--- src/design/vgc_pkg.sv ---
package vgc_pkg;

    // Plain vector types with a meaning of their own
    typedef logic [3:0]  nibble_t;
    typedef logic [7:0]  color8_t;
    typedef logic [3:0]  pal_idx_t;
    typedef logic [22:0] vid_addr_t;

    // Palette entry, 4 bits per component
    typedef struct packed {
        nibble_t r;
        nibble_t g;
        nibble_t b;
    } rgb12_t;

    // Scanline control byte as stored in memory
    typedef struct packed {
        logic       mode640;
        logic       irq_en;
        logic       fill;
        logic       rsvd;
        logic [3:0] pal_sel;
    } scb_t;

    // What the byte on video_data currently is
    typedef enum logic [1:0] {
        FETCH_NONE,
        FETCH_SCB,
        FETCH_PAL,
        FETCH_PIX
    } fetch_kind_e;

    typedef struct packed {
        fetch_kind_e kind;
        logic [7:0]  idx;
    } fetch_tag_t;

    // Visible window
    localparam int unsigned ACTIVE_H_START = 32;
    localparam int unsigned ACTIVE_H_END   = 671;
    localparam int unsigned ACTIVE_V_START = 16;
    localparam int unsigned ACTIVE_V_END   = 207;
    localparam int unsigned VBL_LINE       = 208;
    // Last line whose SCB may raise the scanline interrupt
    localparam int unsigned SCANIRQ_V_LAST = 205;

    // Fetch schedule in H ticks
    localparam int unsigned SCB_FETCH_H  = 908;
    localparam int unsigned PAL_FETCH_H  = 0;
    localparam int unsigned PAL_BYTES    = 32;
    localparam int unsigned PIX_FETCH_H  = 32;
    localparam int unsigned PIX_BYTES    = 160;
    localparam int unsigned PIX_PER_BYTE = 4;

    // Column at H reaches R/G/B after tick H + PIX_LATENCY
    localparam int unsigned PIX_LATENCY = 4;

    // SHR memory map, linear layout only
    localparam vid_addr_t   SCB_BASE    = 23'h19D00;
    localparam vid_addr_t   PAL_BASE    = 23'h19E00;
    localparam int unsigned PAL_STRIDE  = 32;
    localparam vid_addr_t   PIX_BASE    = 23'h12000;
    localparam int unsigned LINE_STRIDE = 160;

    // Standard IIgs colours used for the border
    localparam rgb12_t BORDER_PALETTE [16] = '{
        12'h000, 12'hd03, 12'h009, 12'hd2d,
        12'h072, 12'h555, 12'h22f, 12'h6af,
        12'h850, 12'hf60, 12'haaa, 12'hf98,
        12'h1d0, 12'hff0, 12'h4f9, 12'hfff
    };

endpackage

--- src/design/shr_fetch.sv ---
`timescale 1ns/1ps

module shr_fetch (
    input  logic                 clk_vid,
    input  logic                 rst_n,
    input  logic                 ce_pix,
    input  logic [9:0]           h,
    input  logic [8:0]           v,
    input  logic                 shr_enable,
    input  logic [7:0]           video_data,
    output vgc_pkg::vid_addr_t   video_addr,
    output vgc_pkg::fetch_tag_t  tag,
    output vgc_pkg::scb_t        scb,
    output logic                 scb_load
);
    import vgc_pkg::*;

    // Offsets of H inside the palette and pixel runs
    logic [9:0] pal_off;
    logic [9:0] pix_off;
    logic       pal_run;
    logic       pix_run;
    logic       scb_addr_tick;
    logic       scb_tag_tick;
    scb_t       scb_in;

    assign pal_off = h - 10'(PAL_FETCH_H);
    assign pix_off = h - 10'(PIX_FETCH_H);

    // Palette bytes are presented at H = 0..31
    assign pal_run = (h >= PAL_FETCH_H) && (h < PAL_FETCH_H + PAL_BYTES);
    // Pixel bytes are presented at H = 32..671, four ticks each
    assign pix_run = (h >= PIX_FETCH_H) && (h < PIX_FETCH_H + PIX_BYTES * PIX_PER_BYTE);

    // Address goes out one tick early so it is held during SCB_FETCH_H
    assign scb_addr_tick = (h == SCB_FETCH_H - 1);
    assign scb_tag_tick  = (h == SCB_FETCH_H);

    // Incoming byte viewed as an SCB
    assign scb_in = scb_t'(video_data);

    always_ff @(posedge clk_vid) begin
        if (!rst_n) begin
            video_addr <= '0;
            tag        <= '{kind: FETCH_NONE, idx: '0};
            scb        <= '0;
            scb_load   <= 1'b0;
        end else if (ce_pix) begin
            // Pulse while the freshly captured SCB is valid
            scb_load <= (tag.kind == FETCH_SCB);
            tag      <= '{kind: FETCH_NONE, idx: '0};

            if (shr_enable) begin
                // Tags trail the address by one tick, in step with video_data
                if (scb_tag_tick) begin
                    tag <= '{kind: FETCH_SCB, idx: '0};
                end else if (pal_run) begin
                    tag <= '{kind: FETCH_PAL, idx: pal_off[7:0]};
                end else if (pix_run && (pix_off[1:0] == 2'd0)) begin
                    tag <= '{kind: FETCH_PIX, idx: pix_off[9:2]};
                end

                if (scb_addr_tick) begin
                    // SCB of the next line
                    video_addr <= vid_addr_t'(SCB_BASE + v + 1 - ACTIVE_V_START);
                end else if (tag.kind == FETCH_SCB) begin
                    scb <= scb_in;
                    // Point at palette byte 0 and hold it until H = 0
                    video_addr <= vid_addr_t'(PAL_BASE + scb_in.pal_sel * PAL_STRIDE);
                end else if (pal_run) begin
                    if (pal_off == 10'(PAL_BYTES - 1)) begin
                        // Palette done, jump to the start of this line's pixels
                        video_addr <= vid_addr_t'(PIX_BASE
                                      + (v - ACTIVE_V_START) * LINE_STRIDE);
                    end else begin
                        video_addr <= video_addr + 1'b1;
                    end
                end else if (pix_run && (pix_off[1:0] == 2'd3)) begin
                    // Next pixel byte every fourth tick
                    video_addr <= video_addr + 1'b1;
                end
            end
        end
    end

endmodule

--- src/design/shr_palette.sv ---
`timescale 1ns/1ps

module shr_palette (
    input  logic                 clk_vid,
    input  logic                 rst_n,
    input  logic                 ce_pix,
    input  vgc_pkg::fetch_tag_t  tag,
    input  logic [7:0]           video_data,
    input  vgc_pkg::pal_idx_t    rd_idx,
    output vgc_pkg::rgb12_t      rd_rgb
);
    import vgc_pkg::*;

    // Sixteen entries of the palette chosen by the line's SCB
    rgb12_t   pal_mem [16];
    pal_idx_t wr_entry;
    logic     wr_odd;
    logic     wr_en;

    // Two bytes per entry, the low address bit picks the half
    assign wr_entry = tag.idx[4:1];
    assign wr_odd   = tag.idx[0];
    assign wr_en    = ce_pix && (tag.kind == FETCH_PAL);

    always_ff @(posedge clk_vid) begin
        if (wr_en) begin
            if (wr_odd) begin
                // Odd byte holds red in the low nibble
                pal_mem[wr_entry].r <= video_data[3:0];
            end else begin
                // Even byte holds green high, blue low
                pal_mem[wr_entry].g <= video_data[7:4];
                pal_mem[wr_entry].b <= video_data[3:0];
            end
        end
    end

    // Registered lookup, one tick behind the index
    always_ff @(posedge clk_vid) begin
        if (!rst_n) begin
            rd_rgb <= '0;
        end else if (ce_pix) begin
            rd_rgb <= pal_mem[rd_idx];
        end
    end

endmodule

--- src/design/shr_pixel_decode.sv ---
`timescale 1ns/1ps

module shr_pixel_decode (
    input  logic                 clk_vid,
    input  logic                 rst_n,
    input  logic                 ce_pix,
    input  vgc_pkg::fetch_tag_t  tag,
    input  logic [7:0]           video_data,
    input  vgc_pkg::scb_t        scb,
    output vgc_pkg::pal_idx_t    pix_idx,
    output logic                 pix_valid
);
    import vgc_pkg::*;

    logic [7:0] byte_q;
    logic [1:0] phase;
    logic       busy;
    pal_idx_t   last_idx;
    pal_idx_t   idx_640;
    pal_idx_t   idx_320;
    nibble_t    nib_sel;
    logic       use_last;

    // 640 mode cycles through the four palette quarters
    always_comb begin
        case (phase)
            2'd0: idx_640 = {2'b10, byte_q[7:6]};
            2'd1: idx_640 = {2'b11, byte_q[5:4]};
            2'd2: idx_640 = {2'b00, byte_q[3:2]};
            default: idx_640 = {2'b01, byte_q[1:0]};
        endcase
    end

    // 320 mode shows high nibble twice then low nibble twice
    assign nib_sel  = phase[1] ? byte_q[3:0] : byte_q[7:4];
    // Fill mode repeats the last non-zero colour
    assign use_last = scb.fill && (nib_sel == 4'd0);
    assign idx_320  = use_last ? last_idx : nib_sel;

    always_ff @(posedge clk_vid) begin
        if (!rst_n) begin
            busy      <= 1'b0;
            phase     <= 2'd0;
            pix_valid <= 1'b0;
            last_idx  <= '0;
        end else if (ce_pix) begin
            pix_valid <= busy;
            if (busy) begin
                phase <= phase + 2'd1;
            end
            // New byte restarts the phase, else stop after four pixels
            if (tag.kind == FETCH_PIX) begin
                busy  <= 1'b1;
                phase <= 2'd0;
            end else if (busy && (phase == 2'd3)) begin
                busy <= 1'b0;
            end
            // First palette byte marks the start of a line
            if ((tag.kind == FETCH_PAL) && (tag.idx == 8'd0)) begin
                last_idx <= '0;
            end else if (busy && !scb.mode640 && (nib_sel != 4'd0)) begin
                last_idx <= nib_sel;
            end
        end
    end

    always_ff @(posedge clk_vid) begin
        if (ce_pix) begin
            if (tag.kind == FETCH_PIX) begin
                byte_q <= video_data;
            end
            pix_idx <= scb.mode640 ? idx_640 : idx_320;
        end
    end

endmodule

--- src/design/shr_video_out.sv ---
`timescale 1ns/1ps

module shr_video_out (
    input  logic               clk_vid,
    input  logic               rst_n,
    input  logic               ce_pix,
    input  logic [9:0]         h,
    input  logic [8:0]         v,
    input  logic               shr_enable,
    input  vgc_pkg::pal_idx_t  border_color,
    input  vgc_pkg::rgb12_t    pix_rgb,
    input  vgc_pkg::scb_t      scb,
    input  logic               scb_load,
    output vgc_pkg::color8_t   r,
    output vgc_pkg::color8_t   g,
    output vgc_pkg::color8_t   b,
    output logic               scanline_irq,
    output logic               vbl_irq
);
    import vgc_pkg::*;

    // Beam position and enable delayed to line up with pix_rgb
    logic [9:0] h_dly  [PIX_LATENCY];
    logic [8:0] v_dly  [PIX_LATENCY];
    logic       en_dly [PIX_LATENCY];
    logic       in_window;
    rgb12_t     border_rgb;
    rgb12_t     out_rgb;

    // Repeat a nibble so 4'hF maps to 8'hFF
    function automatic color8_t widen(input nibble_t n);
        return {n, n};
    endfunction

    always_ff @(posedge clk_vid) begin
        if (ce_pix) begin
            h_dly[0]  <= h;
            v_dly[0]  <= v;
            en_dly[0] <= shr_enable;
            for (int i = 1; i < PIX_LATENCY; i++) begin
                h_dly[i]  <= h_dly[i-1];
                v_dly[i]  <= v_dly[i-1];
                en_dly[i] <= en_dly[i-1];
            end
        end
    end

    assign in_window = en_dly[PIX_LATENCY-1]
                    && (h_dly[PIX_LATENCY-1] >= ACTIVE_H_START)
                    && (h_dly[PIX_LATENCY-1] <= ACTIVE_H_END)
                    && (v_dly[PIX_LATENCY-1] >= ACTIVE_V_START)
                    && (v_dly[PIX_LATENCY-1] <= ACTIVE_V_END);

    assign border_rgb = BORDER_PALETTE[border_color];
    assign out_rgb    = in_window ? pix_rgb : border_rgb;

    always_ff @(posedge clk_vid) begin
        if (!rst_n) begin
            r            <= '0;
            g            <= '0;
            b            <= '0;
            scanline_irq <= 1'b0;
            vbl_irq      <= 1'b0;
        end else if (ce_pix) begin
            r <= widen(out_rgb.r);
            g <= widen(out_rgb.g);
            b <= widen(out_rgb.b);

            // VBL covers the whole first line below the window
            vbl_irq <= (v == VBL_LINE);

            // Scanline request cleared at line start or when SHR is off
            if (!shr_enable || (h == 10'd0)) begin
                scanline_irq <= 1'b0;
            end else if (scb_load && scb.irq_en
                         && (v >= ACTIVE_V_START) && (v <= SCANIRQ_V_LAST)) begin
                scanline_irq <= 1'b1;
            end
        end
    end

endmodule

--- src/design/vgc_shr.sv ---
`timescale 1ns/1ps

module vgc_shr (
    input  logic               clk_vid,
    input  logic               rst_n,
    input  logic               ce_pix,
    input  logic [9:0]         h,
    input  logic [8:0]         v,
    input  logic               shr_enable,
    input  vgc_pkg::pal_idx_t  border_color,
    input  logic [7:0]         video_data,
    output vgc_pkg::vid_addr_t video_addr,
    output vgc_pkg::color8_t   r,
    output vgc_pkg::color8_t   g,
    output vgc_pkg::color8_t   b,
    output logic               scanline_irq,
    output logic               vbl_irq
);
    import vgc_pkg::*;

    fetch_tag_t tag;
    scb_t       scb;
    logic       scb_load;
    pal_idx_t   pix_idx;
    rgb12_t     pix_rgb;

    // Decode stage, schedules every memory read
    shr_fetch shr_fetch_i (
        .clk_vid    (clk_vid),
        .rst_n      (rst_n),
        .ce_pix     (ce_pix),
        .h          (h),
        .v          (v),
        .shr_enable (shr_enable),
        .video_data (video_data),
        .video_addr (video_addr),
        .tag        (tag),
        .scb        (scb),
        .scb_load   (scb_load)
    );

    // Execute stage, palette store and lookup
    shr_palette shr_palette_i (
        .clk_vid    (clk_vid),
        .rst_n      (rst_n),
        .ce_pix     (ce_pix),
        .tag        (tag),
        .video_data (video_data),
        .rd_idx     (pix_idx),
        .rd_rgb     (pix_rgb)
    );

    // Execute stage, pixel bytes to palette indices
    shr_pixel_decode shr_pixel_decode_i (
        .clk_vid    (clk_vid),
        .rst_n      (rst_n),
        .ce_pix     (ce_pix),
        .tag        (tag),
        .video_data (video_data),
        .scb        (scb),
        .pix_idx    (pix_idx),
        .pix_valid  ()
    );

    // Result stage, border mux and interrupts
    shr_video_out shr_video_out_i (
        .clk_vid      (clk_vid),
        .rst_n        (rst_n),
        .ce_pix       (ce_pix),
        .h            (h),
        .v            (v),
        .shr_enable   (shr_enable),
        .border_color (border_color),
        .pix_rgb      (pix_rgb),
        .scb          (scb),
        .scb_load     (scb_load),
        .r            (r),
        .g            (g),
        .b            (b),
        .scanline_irq (scanline_irq),
        .vbl_irq      (vbl_irq)
    );

endmodule

--- config.mk ---
export PLATFORM = sky130hd
export DESIGN_NAME = vgc_shr
export DESIGN_NICKNAME = d
export VERILOG_FILES = /design/src/design/vgc_pkg.sv /design/src/design/shr_fetch.sv /design/src/design/shr_palette.sv /design/src/design/shr_pixel_decode.sv /design/src/design/shr_video_out.sv /design/src/design/vgc_shr.sv
export SDC_FILE = /design/constraint.sdc
export NUM_CORES = 1
export LEC_CHECK = 0
export BUFFER_PORTS_ARGS = -buffer_cell sky130_fd_sc_hd__buf_2
export CAP_MARGIN = 30
export CELL_PAD_IN_SITES_DETAIL_PLACEMENT = 1
export CELL_PAD_IN_SITES_GLOBAL_PLACEMENT = 1
export CORE_UTILIZATION = 54
export DETAILED_ROUTE_END_ITERATION = 10
export PLACE_DENSITY = 0.82
export SYNTH_ARGS = -nofsm -noshare
export SYNTH_HDL_FRONTEND = slang
export SYNTH_HIERARCHICAL = 1
export SYNTH_SLANG_ARGS = --single-unit
--- constraint.sdc ---
create_clock -name clk_vid -period 5.94 [get_ports clk_vid]
set_clock_uncertainty 0.05 [all_clocks]
set_input_delay 0.891 -clock clk_vid [delete_from_list [all_inputs] [get_ports clk_vid]]
set_output_delay 0.891 -clock clk_vid [all_outputs]
set_load 0.1 [all_outputs]
# Word-level counts from Yosys, hierarchy flattened
# Memory sizes are Yosys's and may differ from the RTL's. A register that Yosys moved wholly into a read port is not among the register bits.
# Index checks and enable logic that the tools add are counted.
[word_totals]
reg_bits = 82
mem_bits_rw = 272
rom_bits = 192
input_bits = 35
output_inout_bits = 49
wordCells = 125
memories = 5
[classes]
add_sub_neg = 9
mul = 1
n_lt_le_gt_ge = 10
eq_ne = 11
muxes = 32
bitwise_logic = 2
n_reduce_logical = 38
[memory_table]
columns = ["memory", "words", "width", "rd", "rd_clocked_by_memory_dff", "write_ports", "line_no", "rtl"]
rows = [
  ["(no name shown)", 16, 12, 1, 0, 0, "shr_video_out.sv:54", "assign border_rgb = BORDER_PALETTE[border_color];"],
  ["shr_palette_i.pal_mem", 16, 12, 1, 1, 1, "shr_palette.sv:15", "rgb12_t pal_mem [16];"],
  ["shr_video_out_i.h_dly", 4, 10, 4, 0, 4, "shr_video_out.sv:23", "logic [9:0] h_dly [PIX_LATENCY];"],
  ["shr_video_out_i.v_dly", 4, 9, 4, 0, 4, "shr_video_out.sv:24", "logic [8:0] v_dly [PIX_LATENCY];"],
  ["shr_video_out_i.en_dly", 4, 1, 4, 0, 4, "shr_video_out.sv:25", "logic en_dly [PIX_LATENCY];"],
]
[op_table]
columns = ["op", "count"]
rows = [
  ["$mux W23", 5],
  ["$add A23 B1 Y23 const B", 2],
  ["$mux W10", 4],
  ["$add A17 B9 Y18 const A", 2],
  ["$mux W12", 3],
  ["$mul A32 B3 Y18 const B", 1],
  ["$add A17 B23 Y23 const A", 1],
  ["$sub A23 B5 Y23 const B", 1],
  ["$eq A10 B10 Y1 const B", 2],
  ["$ge A10 B6 Y1 const B", 2],
  ["$mux W4", 5],
  ["$ge A9 B5 Y1 const B", 2],
  ["$le A9 B8 Y1 const B", 2],
  ["$logic_and A1 B1 Y1", 16],
  ["$mux W1", 12],
  ["$pmux W4 S3", 1],
  ["$eq A10 B5 Y1 const B", 1],
  ["$eq A2 B2 Y1 const B", 5],
  ["$le A10 B10 Y1 const B", 1],
  ["$logic_not A10 Y1", 1],
  ["$lt A10 B10 Y1 const B", 1],
  ["$lt A10 B6 Y1 const B", 1],
  ["$reduce_and A2 Y1", 5],
  ["$sub A10 B6 Y10 const B", 1],
  ["17 further kinds", 26],
]

# Longest topological paths before layout
# Gate-level depths: netlist of run 1.
[depth]
depth_word = 7
depth_mapped = 15
ltp_nobuf = 15

# Modules after synthesis
# The synthesis of run 1 kept the hierarchy.
[modules_own_cells]
columns = ["mod", "n_inst", "cells_each", "area_per_inst_um2", "seq_area_each_um2"]
rows = [
  ["shr_palette", 1, 496, 8084.0, 6005.8],
  ["shr_fetch", 1, 431, 3372.0, 840.8],
  ["shr_video_out", 1, 202, 2563.7, 1601.5],
  ["shr_pixel_decode", 1, 88, 977.2, 520.5],
]

# Worst setup path before layout of run 1
# No wires, ideal clock.
[synth_path]
kind = "input port to flip-flop"
start = "input port v[6]"
end = "register shr_fetch_i.video_addr[17]"
setup_time_ps = 122
arrival_ps = 3642
t_required_ps = 5768
setup_slack_ps = 2126
stages = 13
n_path_buf = 0
path_cell_list = "nor3_1 -> xor2_1 -> ha_1 -> ha_1 -> a21oi_1 -> o21ai_1 -> xnor2_1 -> inv_1 -> ha_1 -> o2111a_1 -> o311ai_0 -> xnor2_1 -> o21ai_0"
[synth_between]
elab_chain_len = 7
word_cells_on_any_way = 10
cone_classes = "5 x add/sub; 1 x mul; 4 x mux"
[synth_lines]
columns = ["item", "line_no", "rtl"]
rows = [
  ["start, declared", "vgc_shr.sv:8", "input logic [8:0] v,"],
  ["$sub A9 B5 Y10", "shr_fetch.sv:74", "+ (v - ACTIVE_V_START) * LINE_STRIDE);"],
  ["$mul A32 B3 Y18", "shr_fetch.sv:74", ""],
  ["$add A17 B23 Y23", "shr_fetch.sv:74", ""],
  ["$mux W23", "shr_fetch.sv:71", "if (pal_off == 10'(PAL_BYTES - 1)) begin"],
  ["$mux W23", "shr_fetch.sv:70", "end else if (pal_run) begin"],
  ["$mux W23", "shr_fetch.sv:66", "end else if (tag.kind == FETCH_SCB) begin"],
  ["$mux W23 *", "shr_fetch.sv:63", "if (scb_addr_tick) begin"],
  ["end signal, assigned", "shr_fetch.sv:65", "video_addr <= vid_addr_t'(SCB_BASE + v + 1 - ACTIVE_V_START);"],
  ["end signal, assigned", "shr_fetch.sv:69", "video_addr <= vid_addr_t'(PAL_BASE + scb_in.pal_sel * PAL_STRIDE);"],
  ["end signal, assigned", "shr_fetch.sv:73", "video_addr <= vid_addr_t'(PIX_BASE"],
  ["end, declared", "shr_fetch.sv:11", "output vgc_pkg::vid_addr_t video_addr,"],
]
# Mark *: on every way between the ends. The rest lies on a longest branch, timed or not.
# A chain may end at the register's enable or synchronous reset.

# Worst setup path after layout of run 1
[layout_path]
start = "input port v[6]"
end = "register shr_fetch_i.video_addr[19]"
# Same word-level chain as after synthesis.

==> results.sh, run 1 <==
export IMPL_holdCritPathClass="reg2reg"
export IMPL_unrepaired_setup_endpoints_after_global_routing="no"
export IMPL_dpl_hpwl_um=26090
export IMPL_clkSinkCount=318
export IMPL_antenna_found_initial=0
export IMPL_dr_total_vias=10551
export IMPL_numPortBuffers=83
export IMPL_max_transition_viols_final=0
export IMPL_layout_area_seq_mm2=0.008848
export IMPL_regToRegSetupSlack_ns=3.20
export IMPL_syn_to_final_growth_pct=10.68
export IMPL_setup_slack_placement_ns=1.512
export IMPL_clk_pin_slew_ns=0.06
export IMPL_cts_setup_buffers=0
export IMPL_core_region_area_mm2=0.02695
export IMPL_timing_worst_setup_path_type="in2reg"
export IMPL_route_detailed_drc=0
export IMPL_detail_route_wl_per_cell_um=25.00
export IMPL_timing_max_cap_violations=0
export IMPL_number_of_h_tree_branching_levels=2
export IMPL_headroom_to_the_max_slew_limit=0.3040
export IMPL_multiInputGateArea_mm2=0.005374
export IMPL_clock_root_buffer="sky130_fd_sc_hd__clkbuf_16"
export IMPL_global_route_wire_length_before_repair_um=62930
export IMPL_routed_vias_inst=6.481
export IMPL_number_of_diodes=0
export IMPL_drt_first_pass_iters=5
export IMPL_gpl_final_weighted_congestion=0.8787
export IMPL_syn_cell_area_mm2=0.01480
export IMPL_power_per_cell_area_mw_per_mm2=303.3
export IMPL_start_util=0.5491
export IMPL_syn_inst=1199
export IMPL_start_kind="input pin"
export IMPL_row_count=60
export IMPL_grt_pass1_vias=10933
export IMPL_leakagePower_nw=5.935
export IMPL_cts_made_buffers=34
export IMPL_timing_hold_worst_start="shr_video_out_i/en_dly[2]"
export IMPL_layout_worst_path_cycle_share=0.6627
export IMPL_yosys_warnings=6
export IMPL_die_w_um=167.5
export IMPL_clock_path_buffers=3
export IMPL_congestion_overflow_gr=0
export IMPL_setup_violations=0
export IMPL_required_ns=6.29
export IMPL_die_h_um=167.5
export IMPL_num_nets_final=1332
export IMPL_outcome="finished, final reports clean"
export IMPL_drt_total_wl_um=40700
export IMPL_cell_count_of_the_worst_reg_to_reg_path=6
export IMPL_regToRegEndpoint="shr_fetch_i/video_addr[19]"
export IMPL_grt_total_usage=0.2929
export IMPL_worst_hold_path_num_cells=0
export IMPL_max_freq_ghz=0.2540
export IMPL_synth_nets=1270
export IMPL_cts_tree="done"
export IMPL_final_period_minus_worst_setup_slack_ns=3.936
export IMPL_arrival_time_reported_for_the_critical_path_endpoint_ns=4.29
export IMPL_finalHoldViolCount=0
export IMPL_cts_hold_fix_buffers=0
export IMPL_worstSkewPairLatency_ns=0.52
export IMPL_critical_path_max_fanout=10
export IMPL_largest_net_degree_at_the_start_of_global_routing=70
export IMPL_r2r_start="shr_fetch_i/tag[8]"
export IMPL_drt_iter0_drc=901
export IMPL_drt_antenna_violating_nets=0
export IMPL_syn_avg_cell_area_um2=12.34
export IMPL_worstHoldEndpoint="shr_video_out_i/en_dly[3]"
export IMPL_critPathCaptureType="flop"
export IMPL_worstSetupStartpoint="v[6]"
export IMPL_transition_time_at_the_pin_with_the_least_slew_margin_ns=1.031
export IMPL_die_area_mm2=0.02807
export IMPL_ios=84
export IMPL_fill_cells=2763
export IMPL_setup_slack_ns=2.004
export IMPL_post_cts_resize_count=0
export IMPL_ir_drop_mv=0.1443
export IMPL_timing_setup_tns_ns=0
export IMPL_drive_above_1_share=0.1360
[through the flow]
stage          hold slack, ns  utilization  power (mW)  std cells  cell area (µm²)
2_1_floorplan          0.3503            -       2.848       1199            14800
3_3_place_gp           0.3502       0.5666       2.971       1560            15270
3_5_place_dp           0.3561       0.5683       2.991       1564            15320
4_1_cts                0.3681       0.6072       4.993       1626            16360
5_1_grt                0.3668       0.6078       5.102       1628            16380
6_report               0.3692       0.6078       4.968       1628            16380
[cells in the final DEF (no fill, tap or decap), types with 12 or more instances in the layout]
cell,count
sky130_fd_sc_hd__edfxtp_1,248
sky130_fd_sc_hd__mux2i_1,107
sky130_fd_sc_hd__nor2_1,94
sky130_fd_sc_hd__buf_2,83
sky130_fd_sc_hd__nand3_1,73
sky130_fd_sc_hd__nand2_1,70
sky130_fd_sc_hd__dfxtp_1,70
sky130_fd_sc_hd__a21oi_1,49
sky130_fd_sc_hd__a22oi_1,44
sky130_fd_sc_hd__clkbuf_16,35
sky130_fd_sc_hd__ha_1,35
sky130_fd_sc_hd__o21ai_0,34
sky130_fd_sc_hd__inv_1,25
sky130_fd_sc_hd__buf_4,19
sky130_fd_sc_hd__xnor2_1,17
sky130_fd_sc_hd__nor3_1,16
sky130_fd_sc_hd__nor2b_1,16
sky130_fd_sc_hd__nor4_1,15
sky130_fd_sc_hd__clkbuf_1,12
sky130_fd_sc_hd__xor2_1,12
sky130_fd_sc_hd__o211ai_1,12
[power by group]
group / total (mW) / internal (mW) / switching (mW)
logic: 0.487 / 0.135 / 0.351
clock network: 2.02 / 1.14 / 0.879
registers: 2.46 / 2.44 / 0.0278
total: 4.97 / 3.71 / 1.26
[flip-flops by register name (all words and copies together) (netlist names)]
| signal | cells |
|---|---|
| shr_palette_i/pal_mem | 192 |
| shr_video_out_i/vbl_irq | 1 |
| shr_video_out_i/v_dly | 20 |
| shr_pixel_decode_i/last_idx | 4 |
| shr_video_out_i/r | 4 |
| shr_palette_i/rd_rgb | 12 |
| shr_video_out_i/b | 4 |
| shr_fetch_i/tag | 10 |
| shr_pixel_decode_i/byte_q | 8 |
| shr_pixel_decode_i/pix_idx | 4 |
| shr_video_out_i/en_dly | 4 |
| shr_video_out_i/scanline_irq | 1 |
| shr_fetch_i/scb | 3 |
| shr_pixel_decode_i/phase | 2 |
| shr_video_out_i/g | 4 |
| shr_fetch_i/video_addr | 23 |
| shr_fetch_i/scb_load | 1 |
| shr_video_out_i/h_dly | 20 |
| shr_pixel_decode_i/busy | 1 |
[layer usage]
| metal | track usage | routed length (µm) |
|---|---|---|
| met5 | 0 | 0 |
| met4 | 0.1193 | 1470 |
| met3 | 0.03994 | 2084 |
| met2 | 0.4982 | 20240 |
| met1 | 0.3787 | 16900 |
[worst max-delay path by stage]
| stage | endpoint | slack [ns] | cells after the start |
|---|---|---|---|
| global placement | shr_fetch_i/video_addr[17] | 1.62 | 14 |
| global route | shr_fetch_i/video_addr[17] | 1.68 | 15 |
| floorplan | shr_fetch_i/video_addr[17] | 2.13 | 13 |
| finish | shr_fetch_i/video_addr[19] | 2.00 | 13 |
| CTS | shr_fetch_i/video_addr[17] | 2.05 | 14 |
| detailed placement | shr_fetch_i/video_addr[19] | 1.51 | 13 |
[critical path, cell delays in order]
cell	delay (ns)
sky130_fd_sc_hd__buf_2	0.16
sky130_fd_sc_hd__nor3_1	0.37
sky130_fd_sc_hd__nand2_1	0.32
sky130_fd_sc_hd__inv_1	0.23
sky130_fd_sc_hd__ha_1	0.26
sky130_fd_sc_hd__ha_1	0.39
sky130_fd_sc_hd__a21o_1	0.24
sky130_fd_sc_hd__nor2_1	0.11
sky130_fd_sc_hd__a31oi_1	0.08
sky130_fd_sc_hd__a21oi_1	0.65
sky130_fd_sc_hd__nor2_1	0.11
sky130_fd_sc_hd__and3_1	0.20
sky130_fd_sc_hd__a311o_1	0.26
[final cells by class]
class | count | share of cell area
clock buffers | 50 | 0.05874
clock inverters | 12 | 0.005194
inverters | 26 | 0.005958
multi-input cells | 778 | 0.3281
flip-flops and latches | 318 | 0.5402
well taps | 341 | 0.02605
repair buffers | 103 | 0.03575
Note: power is estimated with default switching activity, not from simulation.
==> run 2, diff against run 1 <==
--- a/config.mk
+++ b/config.mk
@@ -9,9 +9,9 @@
 export CAP_MARGIN = 30
 export CELL_PAD_IN_SITES_DETAIL_PLACEMENT = 1
 export CELL_PAD_IN_SITES_GLOBAL_PLACEMENT = 1
-export CORE_UTILIZATION = 54
+export CORE_UTILIZATION = 50
 export DETAILED_ROUTE_END_ITERATION = 10
-export PLACE_DENSITY = 0.82
+export PLACE_DENSITY = 0.77
 export SYNTH_ARGS = -nofsm -noshare
 export SYNTH_HDL_FRONTEND = slang
 export SYNTH_HIERARCHICAL = 1
==> constraint.sdc (replaced) <==
create_clock -name clk_vid -period 4 [get_ports clk_vid]
set_clock_uncertainty 0.05 [all_clocks]
set_input_delay 0.6 -clock clk_vid [delete_from_list [all_inputs] [get_ports clk_vid]]
set_output_delay 0.6 -clock clk_vid [all_outputs]
set_load 0.1 [all_outputs]
==> results.sh, run 2 (synthesis gave the netlist of run 1 again) <==
export IMPL_die_h_um=174.0
export IMPL_clk_pin_slew_ns=0.06
export IMPL_unrepaired_setup_endpoints_after_global_routing="no"
export IMPL_whs_ns=0.2783
export IMPL_number_of_diodes=0
export IMPL_route_detailed_drc=0
export IMPL_post_cts_resize_count=0
export IMPL_grt_pass1_vias=10609
export IMPL_max_freq_ghz=0.2881
export IMPL_congestion_overflow_gr=0
export IMPL_setup_violations=0
export IMPL_max_flop_register="shr_palette_i/pal_mem"
export IMPL_final_period_minus_worst_setup_slack_ns=3.471
export IMPL_row_count=62
export IMPL_most_common_layout_cells="sky130_fd_sc_hd__edfxtp_1, sky130_fd_sc_hd__mux2i_1, sky130_fd_sc_hd__nor2_1"
export IMPL_number_of_h_tree_branching_levels=2
export IMPL_power_per_cell_area_mw_per_mm2=456.0
export IMPL_ios=84
export IMPL_drt_total_wl_um=39500
export IMPL_start_kind="input pin"
export IMPL_headroom_to_the_max_slew_limit=0.2905
export IMPL_finalHoldViolCount=0
export IMPL_timing_worst_setup_path_type="in2reg"
export IMPL_cts_hold_fix_buffers=0
export IMPL_dr_total_vias=10325
export IMPL_num_nets_final=1340
export IMPL_post_place_cells=1615
export IMPL_clock_path_buffers=3
export IMPL_gpl_final_weighted_congestion=0.8521
export IMPL_die_w_um=174.0
export IMPL_clock_root_buffer="sky130_fd_sc_hd__clkbuf_16"
export IMPL_drt_first_pass_iters=7
export IMPL_drt_antenna_violating_nets=0
export IMPL_cts_tree="done"
export IMPL_die_area_mm2=0.03029
export IMPL_start_util=0.5115
export IMPL_detail_route_wl_per_cell_um=23.52
export IMPL_final_instance_count_excl_fill=1679
export IMPL_arrival_time_reported_for_the_critical_path_endpoint_ns=3.82
export IMPL_outcome="finished, final reports clean"
export IMPL_largest_net_degree_at_the_start_of_global_routing=71
export IMPL_clkSinkCount=318
export IMPL_timing_setup_tns_ns=0
export IMPL_drive_above_1_share=0.1436
export IMPL_antenna_found_initial=0
export IMPL_leading_cell_type_in_the_layout_fill_and_taps_excluded="sky130_fd_sc_hd__edfxtp_1"
export IMPL_leakagePower_nw=6.013
export IMPL_layout_worst_path_cycle_share=0.8677
export IMPL_grt_total_usage=0.2608
export IMPL_largestRegisters="shr_palette_i/pal_mem x192, shr_fetch_i/video_addr x23"
export IMPL_drt_iter0_drc=913
export IMPL_cts_made_buffers=35
export IMPL_critical_path_max_fanout=7
export IMPL_worstSkewPairLatency_ns=0.52
export IMPL_largest_reg_flops=192
export IMPL_syn_to_final_growth_pct=12.08
export IMPL_max_transition_viols_final=0
export IMPL_routed_vias_inst=6.149
export IMPL_numPortBuffers=83
export IMPL_transition_time_at_the_pin_with_the_least_slew_margin_ns=1.060
export IMPL_ir_drop_mv=0.2499
export IMPL_global_route_wire_length_before_repair_um=60820
export IMPL_place_area_mm2=0.01545
export IMPL_critPathCaptureType="flop"
export IMPL_dpl_hpwl_um=25920
export IMPL_required_ns=4.35
export IMPL_timing_max_cap_violations=0
export IMPL_holdCritPathClass="in2reg"
export IMPL_core_region_area_mm2=0.02894
export IMPL_cts_setup_buffers=0
export IMPL_post_route_cell_area_mm2=0.01659
-- run 2: power by group --
part	leakage, nW	switching (mW)	internal (mW)
registers	2.84	0.0409	3.62
logic	2.63	0.514	0.205
clock network	0.549	1.30	1.88
-- run 2: metrics by stage --
stage / power (mW) / utilization / setup slack (ns)
after floorplan: 4.229 / - / 0.4773
after global routing: 7.788 / 0.5733 / 0.2229
after detailed placement: 4.443 / 0.5338 / 0.02623
after CTS: 7.619 / 0.5731 / 0.5425
final: 7.563 / 0.5733 / 0.5291
after global placement: 4.418 / 0.5329 / 0.07664
-- run 2: final cells by class --
type / count / area (µm²)
inverter: 26 / 97.59
clock inverter: 21 / 192.7
multi-input combinational: 778 / 5374
fill: 2977 / 12350
sequential: 318 / 8848
timing repair buffer: 110 / 650.6
tap: 384 / 480.5
clock buffer: 42 / 943.4
-- run 2: worst paths after layout --
path,from,to,slack (ns),cells after the start
worst min register to register,shr_video_out_i/h_dly[0][5],shr_video_out_i/h_dly[1][5],0.37,0
worst max-delay path,v[4],shr_fetch_i/video_addr[17],0.53,15
worst min-delay path,h[6],shr_video_out_i/h_dly[0][6],0.28,1
worst max register to register,shr_fetch_i/tag[8],shr_fetch_i/video_addr[7],1.39,8
-- run 2: critical path: stages --
cell	delay, ns
sky130_fd_sc_hd__buf_2	0.15
sky130_fd_sc_hd__inv_1	0.17
sky130_fd_sc_hd__ha_1	0.26
sky130_fd_sc_hd__xor2_1	0.24
sky130_fd_sc_hd__ha_1	0.27
sky130_fd_sc_hd__ha_1	0.37
sky130_fd_sc_hd__o21a_1	0.20
sky130_fd_sc_hd__o31a_1	0.11
sky130_fd_sc_hd__o21ai_0	0.27
sky130_fd_sc_hd__nand3_1	0.13
sky130_fd_sc_hd__ha_1	0.26
sky130_fd_sc_hd__o2111a_1	0.17
sky130_fd_sc_hd__o311ai_0	0.40
sky130_fd_sc_hd__xnor2_1	0.16
sky130_fd_sc_hd__o21ai_0	0.08
-- run 2: metal layers --
layer | part of all wire | GRT usage | wire length (µm) | up-vias
li1 | - | - | - | 4727
met1 | 0.43 | 0.3409 | 17130 | 5254
met2 | 0.49 | 0.4370 | 19420 | 265
met3 | 0.041 | 0.03915 | 1609 | 79
met4 | 0.034 | 0.1031 | 1346 | 0
met5 | 0 | 0 | 0 | -
